[config.mk]
export PLATFORM = sky130hd
export DESIGN_NAME = dispatch_arbiter
export DESIGN_NICKNAME = d
export VERILOG_FILES = /design/src/source/calc_cmd_pkg.sv /design/src/source/dispatch_arbiter.sv
export SDC_FILE = /design/constraint.sdc
export NUM_CORES = 1
export LEC_CHECK = 0
export ABC_AREA = 1
export CORE_AREA = 2 2 115 117
export DETAILED_ROUTE_END_ITERATION = 8
export DIE_AREA = 0 0 117 119
export DONT_BUFFER_PORTS = 1
export HOLD_SLACK_MARGIN = 0.08
export PLACE_DENSITY = 0.34
export SLEW_MARGIN = 20
export SYNTH_ARGS = -nofsm -noshare
export SYNTH_HDL_FRONTEND = slang
export SYNTH_SLANG_ARGS = --single-unit
[constraint.sdc]
create_clock -name c_clk -period 1.3 [get_ports c_clk]
set_clock_uncertainty 0.15 [all_clocks]
set_input_delay 0.39 -clock c_clk [delete_from_list [all_inputs] [get_ports c_clk]]
set_output_delay 0.39 -clock c_clk [all_outputs]
set_load 0.005 [all_outputs]
[src/source/calc_cmd_pkg.sv]
/* Command format shared by the priority stage: opcodes, field types,
   the per-port command, the queued entry and the invalid-op response. */
`default_nettype none

package calc_cmd_pkg;

   typedef logic [3:0]  opcode_t;
   typedef logic [1:0]  req_tag_t;
   typedef logic [1:0]  port_id_t;
   typedef logic [31:0] operand_t;

   localparam opcode_t OP_NONE = 4'd0;
   localparam opcode_t OP_ADD  = 4'd1;
   localparam opcode_t OP_SUB  = 4'd2;
   localparam opcode_t OP_SHL  = 4'd5;
   localparam opcode_t OP_SHR  = 4'd6;

   // one command as presented on a requester port
   typedef struct packed {
      opcode_t  opcode;
      req_tag_t tag;
      operand_t data1;
      operand_t data2;
   } port_cmd_t;

   // port and tag together form the 4-bit tag seen by the units
   typedef struct packed {
      opcode_t  opcode;
      port_id_t port;
      req_tag_t tag;
      operand_t data1;
      operand_t data2;
   } queue_entry_t;

   typedef struct packed {
      logic     valid;
      req_tag_t tag;
   } invalid_rsp_t;

endpackage

`default_nettype wire

[src/source/dispatch_arbiter.sv]
/* Offers the add and shift queue heads to their units with valid/ready.
   Heads from the same port leave one at a time, alternating between units. */
`timescale 1ns/1ps
`default_nettype none

module dispatch_arbiter (
   input  wire                             c_clk,
   input  wire                             arst_n,
   input  wire calc_cmd_pkg::queue_entry_t add_head,
   input  wire                             add_head_valid,
   input  wire calc_cmd_pkg::queue_entry_t shift_head,
   input  wire                             shift_head_valid,
   output logic                            add_pop,
   output logic                            shift_pop,
   output calc_cmd_pkg::queue_entry_t      add_out,
   output logic                            add_valid,
   output calc_cmd_pkg::queue_entry_t      shift_out,
   output logic                            shift_valid,
   input  wire                             add_ready,
   input  wire                             shift_ready
);

   typedef enum logic {
      TURN_ADD,
      TURN_SHIFT
   } turn_e;

   turn_e turn;
   logic  add_held;
   logic  shift_held;
   logic  conflict;

   assign conflict = add_head_valid && shift_head_valid &&
                     (add_head.port == shift_head.port);

   // a pending offer is kept until taken, even if a same-port head shows up
   assign add_valid = add_head_valid &&
                      (!conflict || add_held || (!shift_held && turn == TURN_ADD));
   assign shift_valid = shift_head_valid &&
                        (!conflict || shift_held || (!add_held && turn == TURN_SHIFT));

   // heads only change on a pop, so the outputs hold while stalled
   assign add_out   = add_head;
   assign shift_out = shift_head;

   assign add_pop   = add_valid && add_ready;
   assign shift_pop = shift_valid && shift_ready;

   always_ff @(posedge c_clk or negedge arst_n) begin
      if (!arst_n) begin
         turn       <= TURN_ADD;
         add_held   <= 1'b0;
         shift_held <= 1'b0;
      end else begin
         add_held   <= add_valid && !add_ready;
         shift_held <= shift_valid && !shift_ready;
         case (turn)
            TURN_ADD:   if (conflict && add_pop) turn <= TURN_SHIFT;
            TURN_SHIFT: if (conflict && shift_pop) turn <= TURN_ADD;
            default:    turn <= TURN_ADD;
         endcase
      end
   end

   a_no_same_port_pair : assert property (
      @(posedge c_clk) disable iff (!arst_n)
      !(add_valid && shift_valid && add_out.port == shift_out.port)
   );

   a_add_offer_stable : assert property (
      @(posedge c_clk) disable iff (!arst_n)
      add_valid && !add_ready |=> add_valid && $stable(add_out)
   );

endmodule

`default_nettype wire

Yosys cells after proc, flatten, opt, wreduce, memory -nomap -nowiden --
Cells that the tools add are included.
Operators by class: order comparisons 0, reduce and logical (&&, ||, !) cells 21, shift operators 0, divide/modulo/power cells 0, bitwise logic cells 1, multipliers 0, multiplexer cells 3, add/subtract/negate cells 0, eq/ne operators 1
Operators with widths (number):
- $logic_and A1 B1 Y1 | 12
- $logic_not A1 Y1 | 5
- $logic_or A1 B1 Y1 | 4
- $eq A2 B2 Y1 | 1
- $mux W1 | 2
- $pmux W1 S2 | 1
- $not A1 Y1 | 1
Word-level totals: register bits 3, bits in writable memories 0, bits in read-only memories 0, bits of input ports 150, word-level logic and storage cells 29, output and inout port bits 148, latch bits 0, memories 0

Depth between registers and ports, before layout --
depth in word-level cells 10, mapped depth 7, mapped depth without buffers 7

Worst setup path after synthesis --
Ideal clock, no wire load.
path kind input to output, from in add_head[67] (netlist bit), to out shift_pop, arrival 869 ps, path buffers 0, path slack -109 ps, stages on the path 7, cells stage by stage inv_1 nand2_1 nand3_2 nor2_4 nand3_1 nand2_1 nor2_1
On the way: cells in the longest elaborated chain, start to end 7
Ends and longest elaborated chain:
- start: declaration | RTL line dispatch_arbiter.sv:9 | input wire calc_cmd_pkg::queue_entry_t add_head,
- $eq A2 B2 Y1 | RTL line dispatch_arbiter.sv:34 | (add_head.port == shift_head.port);
- $logic_and A1 B1 Y1 | RTL line dispatch_arbiter.sv:33 | assign conflict = add_head_valid && shift_head_valid &&
- $logic_not A1 Y1 | RTL line dispatch_arbiter.sv:40 | (!conflict || shift_held || (!add_held && turn == TURN_SHIFT));
- $logic_or A1 B1 Y1 (2 in series) | RTL line dispatch_arbiter.sv:40
- $logic_and A1 B1 Y1 | RTL line dispatch_arbiter.sv:39 | assign shift_valid = shift_head_valid &&
- $logic_and A1 B1 Y1 | RTL line dispatch_arbiter.sv:47 | assign shift_pop = shift_valid && shift_ready;
- end: declaration | RTL line dispatch_arbiter.sv:14 | output logic shift_pop,
Every way passes these cells.

Worst setup path after layout --
from reg shift_held, to out add_pop
On the way: cells in the longest elaborated chain, start to end 5
Ends and longest elaborated chain:
- start: declaration | RTL line dispatch_arbiter.sv:30 | logic shift_held;
- start signal: assignment | RTL line dispatch_arbiter.sv:56 | shift_held <= shift_valid && !shift_ready;
- $logic_not A1 Y1 | RTL line dispatch_arbiter.sv:38 | (!conflict || add_held || (!shift_held && turn == TURN_ADD));
- $logic_and A1 B1 Y1 | RTL line dispatch_arbiter.sv:38
- $logic_or A1 B1 Y1 | RTL line dispatch_arbiter.sv:38
- $logic_and A1 B1 Y1 | RTL line dispatch_arbiter.sv:37 | assign add_valid = add_head_valid &&
- $logic_and A1 B1 Y1 | RTL line dispatch_arbiter.sv:46 | assign add_pop = add_valid && add_ready;
- end: declaration | RTL line dispatch_arbiter.sv:13 | output logic add_pop,
Every way passes these cells.

==> impl_metrics.json <==
{
  "outcome": "finished, violations left",
  "failed_checks": "negative setup slack",
  "slew_viol_final": 0,
  "cellPowerDensity_nw_per_um2": 1200,
  "peakVddDrop_mv": 0.300,
  "clock_latency_ns": 0.22,
  "reg2reg_slack_ns": 0.12,
  "crit_path_start_kind": "flop",
  "min-delay-start": "add_ready",
  "grt_setup_unrepaired": "true",
  "multi_input_area_um2": 141,
  "dieArea_um2": 13900,
  "ff2ff_path_depth": 6,
  "hold_viol_final": 0,
  "drt-initial-drc-count": 4,
  "n_fill_cell": 1504,
  "wl_mm": 1.85,
  "cp_max_fo": 4,
  "dpl.hpwl_mm": 1.52,
  "crit_type": "flop to output port",
  "htree_levels": 1,
  "use_met2_pct": 2.57,
  "grt_pass1_wl_mm": 2.42,
  "final_cell_mix": "7 x inv_1, 5 x nand2_1",
  "fin_hold_ws_ns": 0.0836,
  "tightest_slew_ns": 0.144,
  "root_buffer": "clkbuf_16",
  "mostFrequentLayoutCell": "inv_1",
  "setup_viol": 4,
  "overflow": 0,
  "avgSynthCellArea_um2": 7.35,
  "fmax_mhz": 621,
  "drt-pass1-iter-count": 2,
  "clock_path_buffers": 2,
  "min_path_cells": 1,
  "track_usage_pct": 2.65,
  "cts_made_buffers": 3,
  "syn_inst": 178,
  "ios": 298,
  "post_cts.repair.setup_buffers": 0,
  "viasPerCell": 1.82,
  "setup_tns_ns": -1.16,
  "r2r-end": "add_held$_DFF_PN0_",
  "grt_antenna_before_repair": 0,
  "seqCellArea_um2": 75.1,
  "ant_nets": 0,
  "wire_per_inst_um": 8.46,
  "rows": 42,
  "use_met1_pct": 1.05,
  "leakagePower_nw": 0.197,
  "slew_headroom_pct": 90.4,
  "min_to": "add_held$_DFF_PN0_",
  "critical_path_arrival_ns": 1.07,
  "antenna_cells": 0,
  "worst_ep_required_time_ns": 0.76,
  "synth_seq_area_share_pct": 5.74,
  "vias": 396,
  "cts.sinks": 3,
  "grt-busiest-layer": "met4",
  "r2r_start": "shift_held$_DFF_PN0_",
  "core_area_um2": 12900,
  "max_cap_violations": 0,
  "period_needed_ns": 1.61,
  "syn_nets": 328,
  "end_kind": "output port",
  "cts_tree": "yes",
  "fin_crit_sh_pct": 124,
  "grtUsageMet3_pct": 2.75,
  "syn-cell-area_um2": 1310,
  "finalWorstSetupSlack_ns": -0.312,
  "die_x_um": 117,
  "yosysUniqueCellTypes": 11,
  "portBuffers": 0,
  "start_util_pct": 10.2,
  "yosys_warnings": 0,
  "grt_max_degree": 5,
  "synth_seq_cells": 3,
  "drive_gt1_share_pct": 45.2,
  "drc_errors": 0,
  "post-place-ws_ns": -0.227,
  "hp-class": "primary input to flop",
  "grt_pass1_vias": 423,
  "final_nets": 193,
  "place_congestion": 0.636,
  "syn_to_final_growth_pct": -54.6,
  "path_clk_slew_ns": 0.03,
  "die_h_um": 119
}
metal layers:
layer	wire [um]	up-vias
li1	-	116
met1	337	147
met2	656	82
met3	407	51
met4	443	0
met5	0	-
area by class of cell:
| class | count | area share, % |
|---|---|---|
| repair buffers | 4 | 5.49 |
| flip-flops and latches | 3 | 12.7 |
| inverters | 10 | 7.59 |
| multi-input cells | 21 | 23.8 |
| clock buffers | 4 | 13.3 |
| well taps | 176 | 37.1 |
state kept, by name, indices dropped and copies added (netlist names):
signal	count
add_held	1
turn	1
shift_held	1
metrics by stage:
| step | util, % | power (mW) | instances | area (um2) |
|---|---|---|---|---|
| floorplan | - | 0.532 | 178 | 1320 |
| global placement | 3.72 | 0.207 | 213 | 479 |
| detailed placement | 3.72 | 0.207 | 213 | 479 |
| CTS | 4.55 | 0.720 | 218 | 586 |
| global route | 4.61 | 0.749 | 218 | 593 |
| finish | 4.61 | 0.711 | 218 | 593 |
cells by family after synthesis:
family / after synthesis / synth area share (%)
buffers and inverters: 154 / 85.6
AND/OR/NAND/NOR: 19 / 7.46
flip-flops: 3 / 5.74
AO/OA/AOI/OAI: 2 / 1.24
synth_stat cells:
cell	count	area (um2)
dfrtp_1	3	75.1
nor2_4	1	11.3
nand3_2	2	20.0
nand2_1	9	33.8
buf_4	144	1080
nor2_1	4	15.0
o21ai_1	1	5.00
nand3_1	1	5.00
nand4_1	2	12.5
o21bai_2	1	11.3
inv_1	10	37.5
worst max-delay path, stage by stage (launching register included):
cell and delay (ns):
dfrtp_1 0.40, o21bai_4 0.18, inv_2 0.05, nand2_2 0.08
nand2_4 0.06, nor2_2 0.09
power breakdown:
part	internal, mW	leakage [nW]	switching, mW
clock network	0.404	0.0382	0.0814
logic	0.0527	0.121	0.0495
registers	0.109	0.0382	0.0136
total	0.566	0.197	0.145
what timing repair did:
item | 4_1_cts | 5_1_grt
gates resized for setup | 5 | 4
hold endpoints to repair | 3 | 0
hold buffers | 1 | 0
pin swaps | 5 | 3
setup endpoints to repair | 4 | 5
how the worst max path moves through the flow:
stage / from / endpoint / slack (ns)
2_1_floorplan: add_head[67] / shift_pop / -0.11
3_3_place_gp: shift_head[66] / shift_pop / -0.22
3_5_place_dp: shift_head[67] / shift_pop / -0.23
4_1_cts: turn$_DFF_PN0_ / add_pop / -0.35
5_1_grt: shift_held$_DFF_PN0_ / add_pop / -0.37
6_report: shift_held$_DFF_PN0_ / add_pop / -0.31
Power figures use the tool's default switching activity.
