===== src/source/calc_cmd_pkg.sv =====
/* Command format shared by the priority stage: opcodes, field types,
   the per-port command, the queued entry and the invalid-op response. */
`default_nettype none

package calc_cmd_pkg;

   typedef logic [3:0]  opcode_t;
   typedef logic [1:0]  req_tag_t;
   typedef logic [1:0]  port_id_t;
   typedef logic [31:0] operand_t;

   localparam opcode_t OP_NONE = 4'd0;
   localparam opcode_t OP_ADD  = 4'd1;
   localparam opcode_t OP_SUB  = 4'd2;
   localparam opcode_t OP_SHL  = 4'd5;
   localparam opcode_t OP_SHR  = 4'd6;

   // one command as presented on a requester port
   typedef struct packed {
      opcode_t  opcode;
      req_tag_t tag;
      operand_t data1;
      operand_t data2;
   } port_cmd_t;

   // port and tag together form the 4-bit tag seen by the units
   typedef struct packed {
      opcode_t  opcode;
      port_id_t port;
      req_tag_t tag;
      operand_t data1;
      operand_t data2;
   } queue_entry_t;

   typedef struct packed {
      logic     valid;
      req_tag_t tag;
   } invalid_rsp_t;

endpackage

`default_nettype wire


===== src/source/prio_cfg_pkg.sv =====
/* Sizing of the priority stage: port count, queue depth and the
   count, slot and mask types derived from them. */
`default_nettype none

package prio_cfg_pkg;

   localparam int NUM_PORTS   = 4;
   localparam int QUEUE_DEPTH = 16;

   // a count must reach QUEUE_DEPTH itself, hence one extra bit
   typedef logic [$clog2(QUEUE_DEPTH):0]   count_t;
   typedef logic [$clog2(QUEUE_DEPTH)-1:0] slot_t;
   typedef logic [NUM_PORTS-1:0]           port_mask_t;

endpackage

`default_nettype wire


===== src/source/cmd_sorter.sv =====
/* Classifies the four port commands into add, shift or invalid, builds
   the queue entries and registers the invalid-op responses. */
`timescale 1ns/1ps
`default_nettype none

module cmd_sorter (
   input  wire                          c_clk,
   input  wire                          arst_n,
   input  wire calc_cmd_pkg::port_cmd_t port_cmd [prio_cfg_pkg::NUM_PORTS],
   output logic                         cmd_ready,
   input  wire                          add_room,
   input  wire                          shift_room,
   output prio_cfg_pkg::port_mask_t     add_wr_mask,
   output prio_cfg_pkg::port_mask_t     shift_wr_mask,
   output calc_cmd_pkg::queue_entry_t   wr_entry [prio_cfg_pkg::NUM_PORTS],
   output calc_cmd_pkg::invalid_rsp_t   invalid_rsp [prio_cfg_pkg::NUM_PORTS]
);

   prio_cfg_pkg::port_mask_t is_add;
   prio_cfg_pkg::port_mask_t is_shift;
   prio_cfg_pkg::port_mask_t is_invalid;

   // both queues must be able to absorb a full cycle of commands
   assign cmd_ready = add_room && shift_room;

   always_comb begin
      for (int k = 0; k < prio_cfg_pkg::NUM_PORTS; k++) begin
         is_add[k]   = (port_cmd[k].opcode == calc_cmd_pkg::OP_ADD) ||
                       (port_cmd[k].opcode == calc_cmd_pkg::OP_SUB);
         is_shift[k] = (port_cmd[k].opcode == calc_cmd_pkg::OP_SHL) ||
                       (port_cmd[k].opcode == calc_cmd_pkg::OP_SHR);
         is_invalid[k] = (port_cmd[k].opcode != calc_cmd_pkg::OP_NONE) &&
                         !is_add[k] && !is_shift[k];

         wr_entry[k].opcode = port_cmd[k].opcode;
         wr_entry[k].port   = calc_cmd_pkg::port_id_t'(k);
         wr_entry[k].tag    = port_cmd[k].tag;
         wr_entry[k].data1  = port_cmd[k].data1;
         wr_entry[k].data2  = port_cmd[k].data2;
      end
   end

   // nothing is written while the ports are held off
   assign add_wr_mask   = cmd_ready ? is_add : '0;
   assign shift_wr_mask = cmd_ready ? is_shift : '0;

   // the response is valid for exactly one cycle after acceptance
   always_ff @(posedge c_clk or negedge arst_n) begin
      if (!arst_n) begin
         for (int k = 0; k < prio_cfg_pkg::NUM_PORTS; k++) begin
            invalid_rsp[k] <= '0;
         end
      end else begin
         for (int k = 0; k < prio_cfg_pkg::NUM_PORTS; k++) begin
            invalid_rsp[k].valid <= cmd_ready && is_invalid[k];
            invalid_rsp[k].tag   <= port_cmd[k].tag;
         end
      end
   end

endmodule

`default_nettype wire


===== config.mk =====
export PLATFORM = sky130hd
export DESIGN_NAME = cmd_sorter
export DESIGN_NICKNAME = d
export VERILOG_FILES = /design/src/source/calc_cmd_pkg.sv /design/src/source/prio_cfg_pkg.sv /design/src/source/cmd_sorter.sv
export SDC_FILE = /design/constraint.sdc
export NUM_CORES = 1
export LEC_CHECK = 0
export BUFFER_PORTS_ARGS = -buffer_cell sky130_fd_sc_hd__buf_2
export CELL_PAD_IN_SITES_DETAIL_PLACEMENT = 1
export CELL_PAD_IN_SITES_GLOBAL_PLACEMENT = 1
export CORE_AREA = 5 5 229 231
export CTS_BUF_LIST = sky130_fd_sc_hd__clkbuf_4
export CTS_CLUSTER_SIZE = 30
export DETAILED_ROUTE_END_ITERATION = 6
export DIE_AREA = 0 0 234 236
export PLACE_DENSITY_LB_ADDON = 0.2
export SYNTH_ARGS = -nofsm -noshare
export SYNTH_HDL_FRONTEND = slang
export SYNTH_SLANG_ARGS = --single-unit

===== constraint.sdc =====
create_clock -name c_clk -period 1.13 [get_ports c_clk]
set_input_delay 0.113 -clock c_clk [delete_from_list [all_inputs] [get_ports c_clk]]
set_output_delay 0.113 -clock c_clk [all_outputs]
set_load 0.02 [all_outputs]

# [Word level (Yosys, flattened, before mapping)]
# Index checks and enable logic that the tools add are counted.
[word_totals] reg_bits=12 out_inout_bits=309 input_bits=284
[op_classes] n_mux=2 eq_ne=16 n_reduce_logical=33
[op_table] operator="4-bit by 3-bit == test with 1-bit output (second input constant)" count=8
[op_table] operator="4-bit by 1-bit == test with 1-bit output (second input constant)" count=4
[op_table] operator="4-bit by 2-bit == test with 1-bit output (second input constant)" count=4
[op_table] operator="4-bit nonzero test" count=4
[op_table] operator="1-bit logical AND" count=13
[op_table] operator="1-bit logical NOT" count=8
[op_table] operator="1-bit logical OR" count=8
[op_table] operator="4-bit 2-to-1 mux" count=2

# [Depth between registers and ports, before layout]
# Gate-level depths: netlist (run 1).
[depth] word_depth=6 depth_mapped=3 ltp_nobuf=2

# [Least setup slack after synthesis (run 1)]
# OpenSTA, ideal clock, no wires.
[synth_path] path_type="input to output" from="in add_room" to="out add_wr_mask[0]" path_slack_ps=-5 path_buffers=1 arrival_time_ps=1022 cell_stages=3 path_cell_list="nand2_2 -> buf_6 -> nor4_1"
[synth_via] elab_chain_cells=2
[synth_rtl] element="from (decl)" line="cmd_sorter.sv:11" source="input wire add_room,"
[synth_rtl] element="1-bit logical AND" line="cmd_sorter.sv:24" source="assign cmd_ready = add_room && shift_room;"
[synth_rtl] element="4-bit 2-to-1 mux" line="cmd_sorter.sv:44" source="assign add_wr_mask = cmd_ready ? is_add : '0;"
[synth_rtl] element="to (decl)" line="cmd_sorter.sv:13" source="output prio_cfg_pkg::port_mask_t add_wr_mask,"
# Every way passes these cells.

# [Worst setup path after layout (run 1)]
[layout_path] from="in port_cmd[66] (netlist name)" to="out shift_wr_mask[3]"
[layout_via] elab_chain_cells=3 elab_cells_between_ends=4
[layout_rtl] element="from (decl)" line="cmd_sorter.sv:9" source="input wire calc_cmd_pkg::port_cmd_t port_cmd [prio_cfg_pkg::NUM_PORTS],"
[layout_rtl] element="4-bit by 3-bit == test with 1-bit output, on equally long branches" line="cmd_sorter.sv:30, cmd_sorter.sv:31"
[layout_rtl] element="1-bit logical OR (*)" line="cmd_sorter.sv:30" source="is_shift[k] = (port_cmd[k].opcode == calc_cmd_pkg::OP_SHL) ||"
[layout_rtl] element="4-bit 2-to-1 mux (*)" line="cmd_sorter.sv:45" source="assign shift_wr_mask = cmd_ready ? is_shift : '0;"
[layout_rtl] element="to (decl)" line="cmd_sorter.sv:14" source="output prio_cfg_pkg::port_mask_t shift_wr_mask,"
# Mark *: on every way between the ends. The rest lies on a longest branch, timed or not.

==> impl_results.md, run 1 <==
- RD Place Congestion: 0.5800
- Switch Pwr: just over 400 uW
- Residual DRC: 0
- ANT nets after route: 0
- Boundary Pins: 593
- Yosys reg bits: 12
- Seq pwr share: 40.6%
- CTS sink cnt: 12
- Vias in the first global route: approximately 1200
- Minimum clock period: 1.072 ns
- Nets@finish: 419
- Worst hold path type: in -> reg
- Worst Path Max Fanout: 4
- Crit end category: primary output
- Via count: 1174
- Worst setup SP type: primary input
- Largest net degree at the start of global routing: 13
- Max cap viols: 0
- XOR/XNOR Fraction of Synth Area: 1.297%
- Synth unique cells: 12
- Row count: 82
- Antenna cells: 0
- Post-Route WL: 10.37 mm
- First-pass iteration count of the detailed router: 4
- Die W: 234 um
- Max-slew violations: 0
- Clk pwr share: 24.4%
- Number of port buffers: 72
- Core box area: approximately 50000 um^2
- Final hold slack: between 0.15 and 0.2 ns
- CTS clk-pin slew, worst paths: roughly 0.080 ns
- Clock buffer depth: 2
- Tot Pwr: roughly 1.1 mW
- Sw Ratio: 35.83%
- FILL cells: approximately 6000
- Area Overhead vs Synth: -29.32%
- Post-synthesis mux area share: 0%
- Gr usage total: 3.199%
- Synth top area cells: buf_4 (80%), dfrtp_1 (11%), nor4b_2 (2.2%)
- Final setup viols: 0
- Logic pwr share: between 30% and 40%
- DR iter-0 viols: 21
- Synth Cell Area: 2701 um^2
- Post-synth top area share: 80.04%
- CTS tree: yes
- Largest Register: invalid_rsp
- Int Pwr: slightly above 700 uW
- Num CTS Buffers: 3
- Register area share after synthesis: 11.12%
- Cell taking the most area after synthesis: buf_4
- Compound-cell area share of the yosys netlist: 2.038%
- Initial Utilization: between 5 and 6%
- RSZ-0062 raised after global routing: false
- Power Dens Cells: 588.3 nW/um^2
- Yosys warns: 0
- Top flop regs: invalid_rsp: 12 flops
- Max FFs per register: 12
- Final hold vios: 0
- CTS Root Cell: clkbuf_4
- DP Wirelength: 9.182 mm
- Routed wire per std cell: 12.86 um
- Tcrit/Tclk final: a little over nine tenths
- Antenna violations before repair: 0
- Achievable frequency: slightly above 0.9 GHz
- Arr. time, crit path: 0.96 ns
- Status: finished clean
- Worst VDD drop: 193.5 uV
- Die ar.: approximately 55000 um^2
- Vias per cell: 1.457
- Main combinational cell family by area after synthesis: buffers and inverters
- Crit path required time: approximately 1 ns
- Mean Syn Cell Area: 8.211 um^2
- Simple-gate share of the synthesized area: 4.678%
- Die Y: 236 um
- Leakage power: around 0.60 nW
- Htree depth: 1
- Synth Area in Adders: 0%
- First-pass GRT wire length: 11.73 mm
- Post-Synthesis Cells: 329
- GRT Residual Overflow: 0
- Fraction of layout cells with a size suffix above 1: 65.67%
- Critical path class: in -> out
- Post-CTS Setup Inserts: 0
worst max-delay path: stages:
cell and delay, ns:
buf_2 0.12, xnor2_1 0.15, nor4b_2 0.35, buf_2 0.23
kinds of logic after synthesis:
kind of cell           Yosys count
other                            2
buffers and inverters          290
AND/OR/NAND/NOR                 13
flip-flops                      12
AO/OA/AOI/OAI                    8
XOR/XNOR                         4
placed cells by master (no fill, tap or decap), drive strengths merged:
cell,Yosys,final
dlygate4sd3,0,9
buf,289,75
conb,2,8
xnor2,4,4
or3b,4,4
nor4b,4,4
nor4,4,4
nand2,1,1
clkbuf,0,3
a21oi,8,8
clkinv,0,1
dfrtp,12,12
inv,1,1
repair_timing:
item	4_1_cts	5_1_grt
hold buffers	8	1
setup endpoints to repair	0	1
gates resized for setup	0	1
endpoints found under the hold margin	19	1
through the flow:
step                instances  cell area [um^2]  setup slack (ns)  utilization, %  TNS [ns]
finish                    806              1909           0.05832           3.829         0
global placement          793              1787           0.03158           3.583         0
CTS                       805              1893           0.02498           3.797         0
floorplan                 335              2724         -0.004805               -  -0.01922
global route              806              1909           0.01551           3.829         0
detailed placement        793              1787           0.02567           3.583         0
final timing paths:
path / startpoint / endpoint / slack, ns / depth (start not counted)
worst min-delay path: port_cmd[276] / invalid_rsp[11] / 0.17 / 3
worst max-delay path: port_cmd[66] / shift_wr_mask[3] / 0.06 / 4
max in group asynchronous: arst_n / invalid_rsp[2] / 0.66 / 2
min in group asynchronous: arst_n / invalid_rsp[11] / 0.25 / 2
power groups by stage:
stage	Sequential (mW)	Clock, mW	Combinational [mW]
global placement	0.466	0	0.384
finish	0.456	0.274	0.393
global route	0.458	0.309	0.422
floorplan	0.495	0	1.56
CTS	0.457	0.291	0.398
detailed placement	0.466	0	0.374
synth_stat cells, drive strengths merged:
cell type,instances
xnor2,4
dfrtp,12
nor4,4
a21oi,8
conb,2
buf,289
nor4b,4
or3b,4
nand2,1
inv,1
final cells by class:
type / instances / area [um^2] / area share [%]
Sequential cell: 12 / 300.3 / 15.73
Tap cell: 672 / 840.8 / 44.04
Clock buffer: 3 / 22.52 / 1.180
Timing Repair Buffer: 84 / 485.5 / 25.43
Multi-Input combinational cell: 33 / 252.7 / 13.24
Inverter: 1 / 3.754 / 0.1966
Clock inverter: 1 / 3.754 / 0.1966
per-layer routing:
| metal | GRT usage, % | wire (um) | vias up |
|---|---|---|---|
| met5 | 0.6250 | 49 | - |
| met4 | 3.684 | 1281 | 2 |
| met3 | 3.897 | 2961 | 122 |
| met2 | 4.638 | 4210 | 312 |
| met1 | 1.598 | 1863 | 411 |
| li1 | - | - | 327 |
Note: power is estimated with default switching activity, not from simulation.
==> run 2, diff against run 1 <==
- RECOVER_POWER: not set -> 100
==> impl_results.md, run 2 (synthesized netlist as in run 1, its figures left out) <==
- Status: finished clean
- Slew @ Worst Pin: between 0.6 and 0.7 ns
- Crit path required time: 1.02 ns
- CTS Root Cell: clkbuf_4
- Via count: 1189
- RD Place Congestion: approximately 0.58
- DR iter-0 viols: 21
- Max-slew violations: 0
- Crit end category: primary output
- Max cap viols: 0
- Routed wire per std cell: around 13 um
- Die W: approximately 230 um
- Worst Path Max Fanout: 2
- CTS clk-pin slew, worst paths: 0.08 ns
- Largest Register: invalid_rsp
- Final hold slack: 0.1675 ns
- WHS Endpoint: invalid_rsp[11]
- Achievable frequency: 0.9271 GHz
- Crit path launch: port_cmd[135]
- Gr usage total: ~3.2%
- Residual DRC: 0
- Num CTS Buffers: 3
- Number of port buffers: 72
- CTS sink cnt: 12
- Top flop regs: invalid_rsp: 12 flops
- Nets@finish: 419
- Final hold vios: 0
- Post-Route WL: around 10 mm
- Cells after DPL: 793
- Fraction of layout cells with a size suffix above 1: 38.06%
- Area Overhead vs Synth: -31.54%
- Worst hold path type: in -> reg
- Clock buffer depth: 2
- Vias in the first global route: approximately 1200
- Worst setup SP type: primary input
- Row count: a little over 80
- Setup_tns: 0 ns
- Largest net degree at the start of global routing: 13
- Antenna cells: 0
- Vias per cell: about 1.5
- Slew margin rel.: between 50% and 60%
- First-pass iteration count of the detailed router: 3
- Minimum clock period: between 1 and 1.5 ns
- Most common cell after layout, fill and taps aside: clkbuf_1
- RSZ-0062 raised after global routing: false
- Final core occ: around 3.7%
- Leakage power: 0.4933 nW
- Critical path class: in -> out
- Antenna violations before repair: 0
- Hold Path Origin: port_cmd[276]
- Crit-path cells: dlygate4sd3_1 > clkbuf_2 > clkbuf_2
- Die ar.: 55220 um^2
- Most frequent cells in the layout: clkbuf_1 (34), buf_2 (21), clkbuf_2 (17), dfrtp_1 (12), dlygate4sd3_1 (9)
- Tcrit/Tclk final: roughly 95%
- Layout Cells excl Fill: 806
- Final setup viols: 0
- Initial Utilization: 5.418%
- Max FFs per register: 12
- DP Wirelength: 9.182 mm
- Cell mode on critical path: clkbuf_2
- CP max stage cell: dlygate4sd3_1
- Critical path's largest stage delay: 0.57 ns
- First-pass GRT wire length: 11.73 mm
- GRT Residual Overflow: 0
- Power Dens Cells: 597.5 nW/um^2
- CTS tree: yes
- Core box area: ~50000 um^2
- Boundary Pins: 593
- ANT nets after route: 0
- Worst VDD drop: 193.2 uV
- Htree depth: 1
- Cells on Worst Hold Path: 3
- Die Y: roughly 240 um
- Arr. time, crit path: about 0.97 ns
[run 2: stage by stage]
step / cell area (um^2) / setup WS, ns / power (mW)
floorplan: 2724 / -0.004805 / 2.053
finish: 1849 / 0.05131 / 1.105
global route: 1849 / 0.008037 / 1.166
global placement: 1787 / 0.03158 / 0.8497
detailed placement: 1787 / 0.02567 / 0.8394
CTS: 1893 / 0.02498 / 1.145
[run 2: how the worst max path moves through the flow]
| stage | to | slack, ns |
|---|---|---|
| 4_1_cts | shift_wr_mask[3] | 0.02 |
| 3_5_place_dp | shift_wr_mask[3] | 0.03 |
| 2_1_floorplan | add_wr_mask[0] | -0.005 |
| 3_3_place_gp | shift_wr_mask[3] | 0.03 |
| 6_report | wr_entry[137] | 0.05 |
| 5_1_grt | shift_wr_mask[2] | 0.008 |
[run 2: area by class of cell]
type,count,area [um^2]
fillers,6041,48010
well taps,672,840.8
repair buffers,84,436.7
flip-flops and latches,12,300.3
multi-input cells,33,241.5
clock buffers,3,22.52
clock inverters,1,3.754
inverters,1,3.754
[run 2: what timing repair did]
item,CTS,global route
setup buffers,0,0
endpoints found under the hold margin,19,1
endpoints found under the setup margin,0,1
resized for setup,0,1
hold buffers,8,1
[run 2: where the power goes]
group	switching, mW	internal [mW]	total, mW
registers	0.00650	0.451	0.457
clock network	0.149	0.128	0.277
logic	0.250	0.120	0.371
[run 2: layer usage]
layer	part of all wire [%]	global-route usage, %
met5	0.47	0.6250
met4	12	3.684
met3	28	3.897
met2	41	4.638
met1	19	1.598
[run 2: worst max-delay path: cells and delay by family]
kind	cells	cell delay, ns
buffers and inverters	3	0.86
==> run 3, diff against run 2 <==
- BUFFER_PORTS_ARGS: -buffer_cell sky130_fd_sc_hd__buf_2 -> -buffer_cell sky130_fd_sc_hd__clkbuf_2
==> impl_results.md, run 3 (synthesized netlist as in run 1, its figures left out) <==
- Status: finished clean
- RSZ-0062 raised after global routing: false
- Antenna cells: 0
- Gr usage total: 3.291%
- Arr. time, crit path: approximately 0.95 ns
- Vias in the first global route: approximately 1300
- Critical path class: in -> out
- Worst setup SP type: primary input
- Die ar.: roughly 55000 um^2
- Sw Ratio: ~37%
- Minimum clock period: 1.064 ns
- First-pass GRT wire length: 12.22 mm
- Seq pwr share: 41.2%
- Int Pwr: approximately 700 uW
- CTS Root Cell: clkbuf_4
- Cells after DPL: 795
- Nets@finish: between 400 and 500
- Htree depth: 1
- Slew margin rel.: 53.44%
- Worst VDD drop: 198.2 uV
- Max cap viols: 0
- Die W: 234 um
- CTS clk-pin slew, worst paths: 0.08 ns
- Final core occ: 3.726%
- Clk pwr share: 25.0%
- Slew @ Worst Pin: 0.6984 ns
- Achievable frequency: between 0.9 and 1 GHz
- Final hold vios: 0
- Setup_tns: 0 ns
- Antenna violations before repair: 0
- DP Wirelength: roughly 9.3 mm
- Switch Pwr: 407.0 uW
- Initial Utilization: 5.418%
- ANT nets after route: 0
- Boundary Pins: 593
- Crit end category: primary output
- Cells on Worst Hold Path: 3
- Max-slew violations: 0
- Routed wire per std cell: 13.09 um
- Power Dens Cells: 597.6 nW/um^2
- Fraction of layout cells with a size suffix above 1: 36.03%
- Logic pwr share: 33.8%
- Final hold slack: 0.1713 ns
- Tcrit/Tclk final: 94.17%
- Number of port buffers: 72
- Final setup viols: 0
- CTS sink cnt: 12
- Die Y: around 240 um
- Largest net degree at the start of global routing: 13
- Row count: 82
- Layout Cells excl Fill: slightly above 800
- Max FFs per register: 12
- Worst hold path type: in -> reg
- RD Place Congestion: 0.5994
- Leakage power: 0.5018 nW
- Worst Path Max Fanout: 2
- Tot Pwr: 1.110 mW
- DR iter-0 viols: 16
- CTS tree: yes
- Post-Route WL: 10.58 mm
- Clock buffer depth: 2
- Crit path required time: roughly 1.0 ns
- Residual DRC: 0
- Area Overhead vs Synth: -31.22%
- Largest Register: invalid_rsp
- Core box area: ~50000 um^2
- GRT Residual Overflow: 0
- Via count: 1186
- First-pass iteration count of the detailed router: 3
- Num CTS Buffers: 3
- Top flop regs: invalid_rsp: 12 flops
- Vias per cell: 1.468
- Most frequent cells in the layout: clkbuf_1 (36), clkbuf_2 (36), dfrtp_1 (12), dlygate4sd3_1 (9)
[run 3: through the flow]
stage,area (um^2),setup slack (ns)
floorplan,2724,-0.004805
global placement,1802,0.02714
detailed placement,1802,0.04752
CTS,1908,0.04274
global route,1858,0.01727
finish,1858,0.06593
[run 3: per-layer routing]
layer / share of wire (%) / GRT usage (%) / wire length [um]
met5: 0 / 0 / 0
met4: 12 / 3.791 / 1276
met3: 29 / 4.161 / 3104
met2: 40 / 4.682 / 4240
met1: 18 / 1.678 / 1956
[run 3: power groups by stage]
| stage | Sequential, mW | Clock [mW] | Combinational, mW |
|---|---|---|---|
| 4_1_cts | 0.458 | 0.300 | 0.405 |
| 2_1_floorplan | 0.495 | 0 | 1.56 |
| 6_report | 0.457 | 0.278 | 0.375 |
| 3_3_place_gp | 0.467 | 0 | 0.388 |
| 5_1_grt | 0.459 | 0.323 | 0.404 |
| 3_5_place_dp | 0.467 | 0 | 0.380 |
[run 3: path summary, 6_finish.rpt]
path	slack, ns	start	end
max	0.07	port_cmd[134]	wr_entry[136]
min	0.17	port_cmd[277]	invalid_rsp[11]
max in group asynchronous	0.30	arst_n	invalid_rsp[1]
min in group asynchronous	0.39	arst_n	invalid_rsp[6]
[run 3: repair_timing]
action,in CTS,in global routing
hold endpoints to repair,19,1
gates resized for setup,0,0
buffers inserted,0,0
hold buffers,8,1
[run 3: critical path: stages]
cell and delay, ns:
dlygate4sd3_1 0.53, clkbuf_1 0.12, clkbuf_2 0.19
[run 3: cell type report]
cell class | instances | area [um^2]
clock inverters | 1 | 3.754
flip-flops and latches | 12 | 300.3
inverters | 1 | 3.754
well taps | 672 | 840.8
multi-input cells | 33 | 231.5
repair buffers | 86 | 455.4
clock buffers | 3 | 22.52
fillers | 6039 | 48000
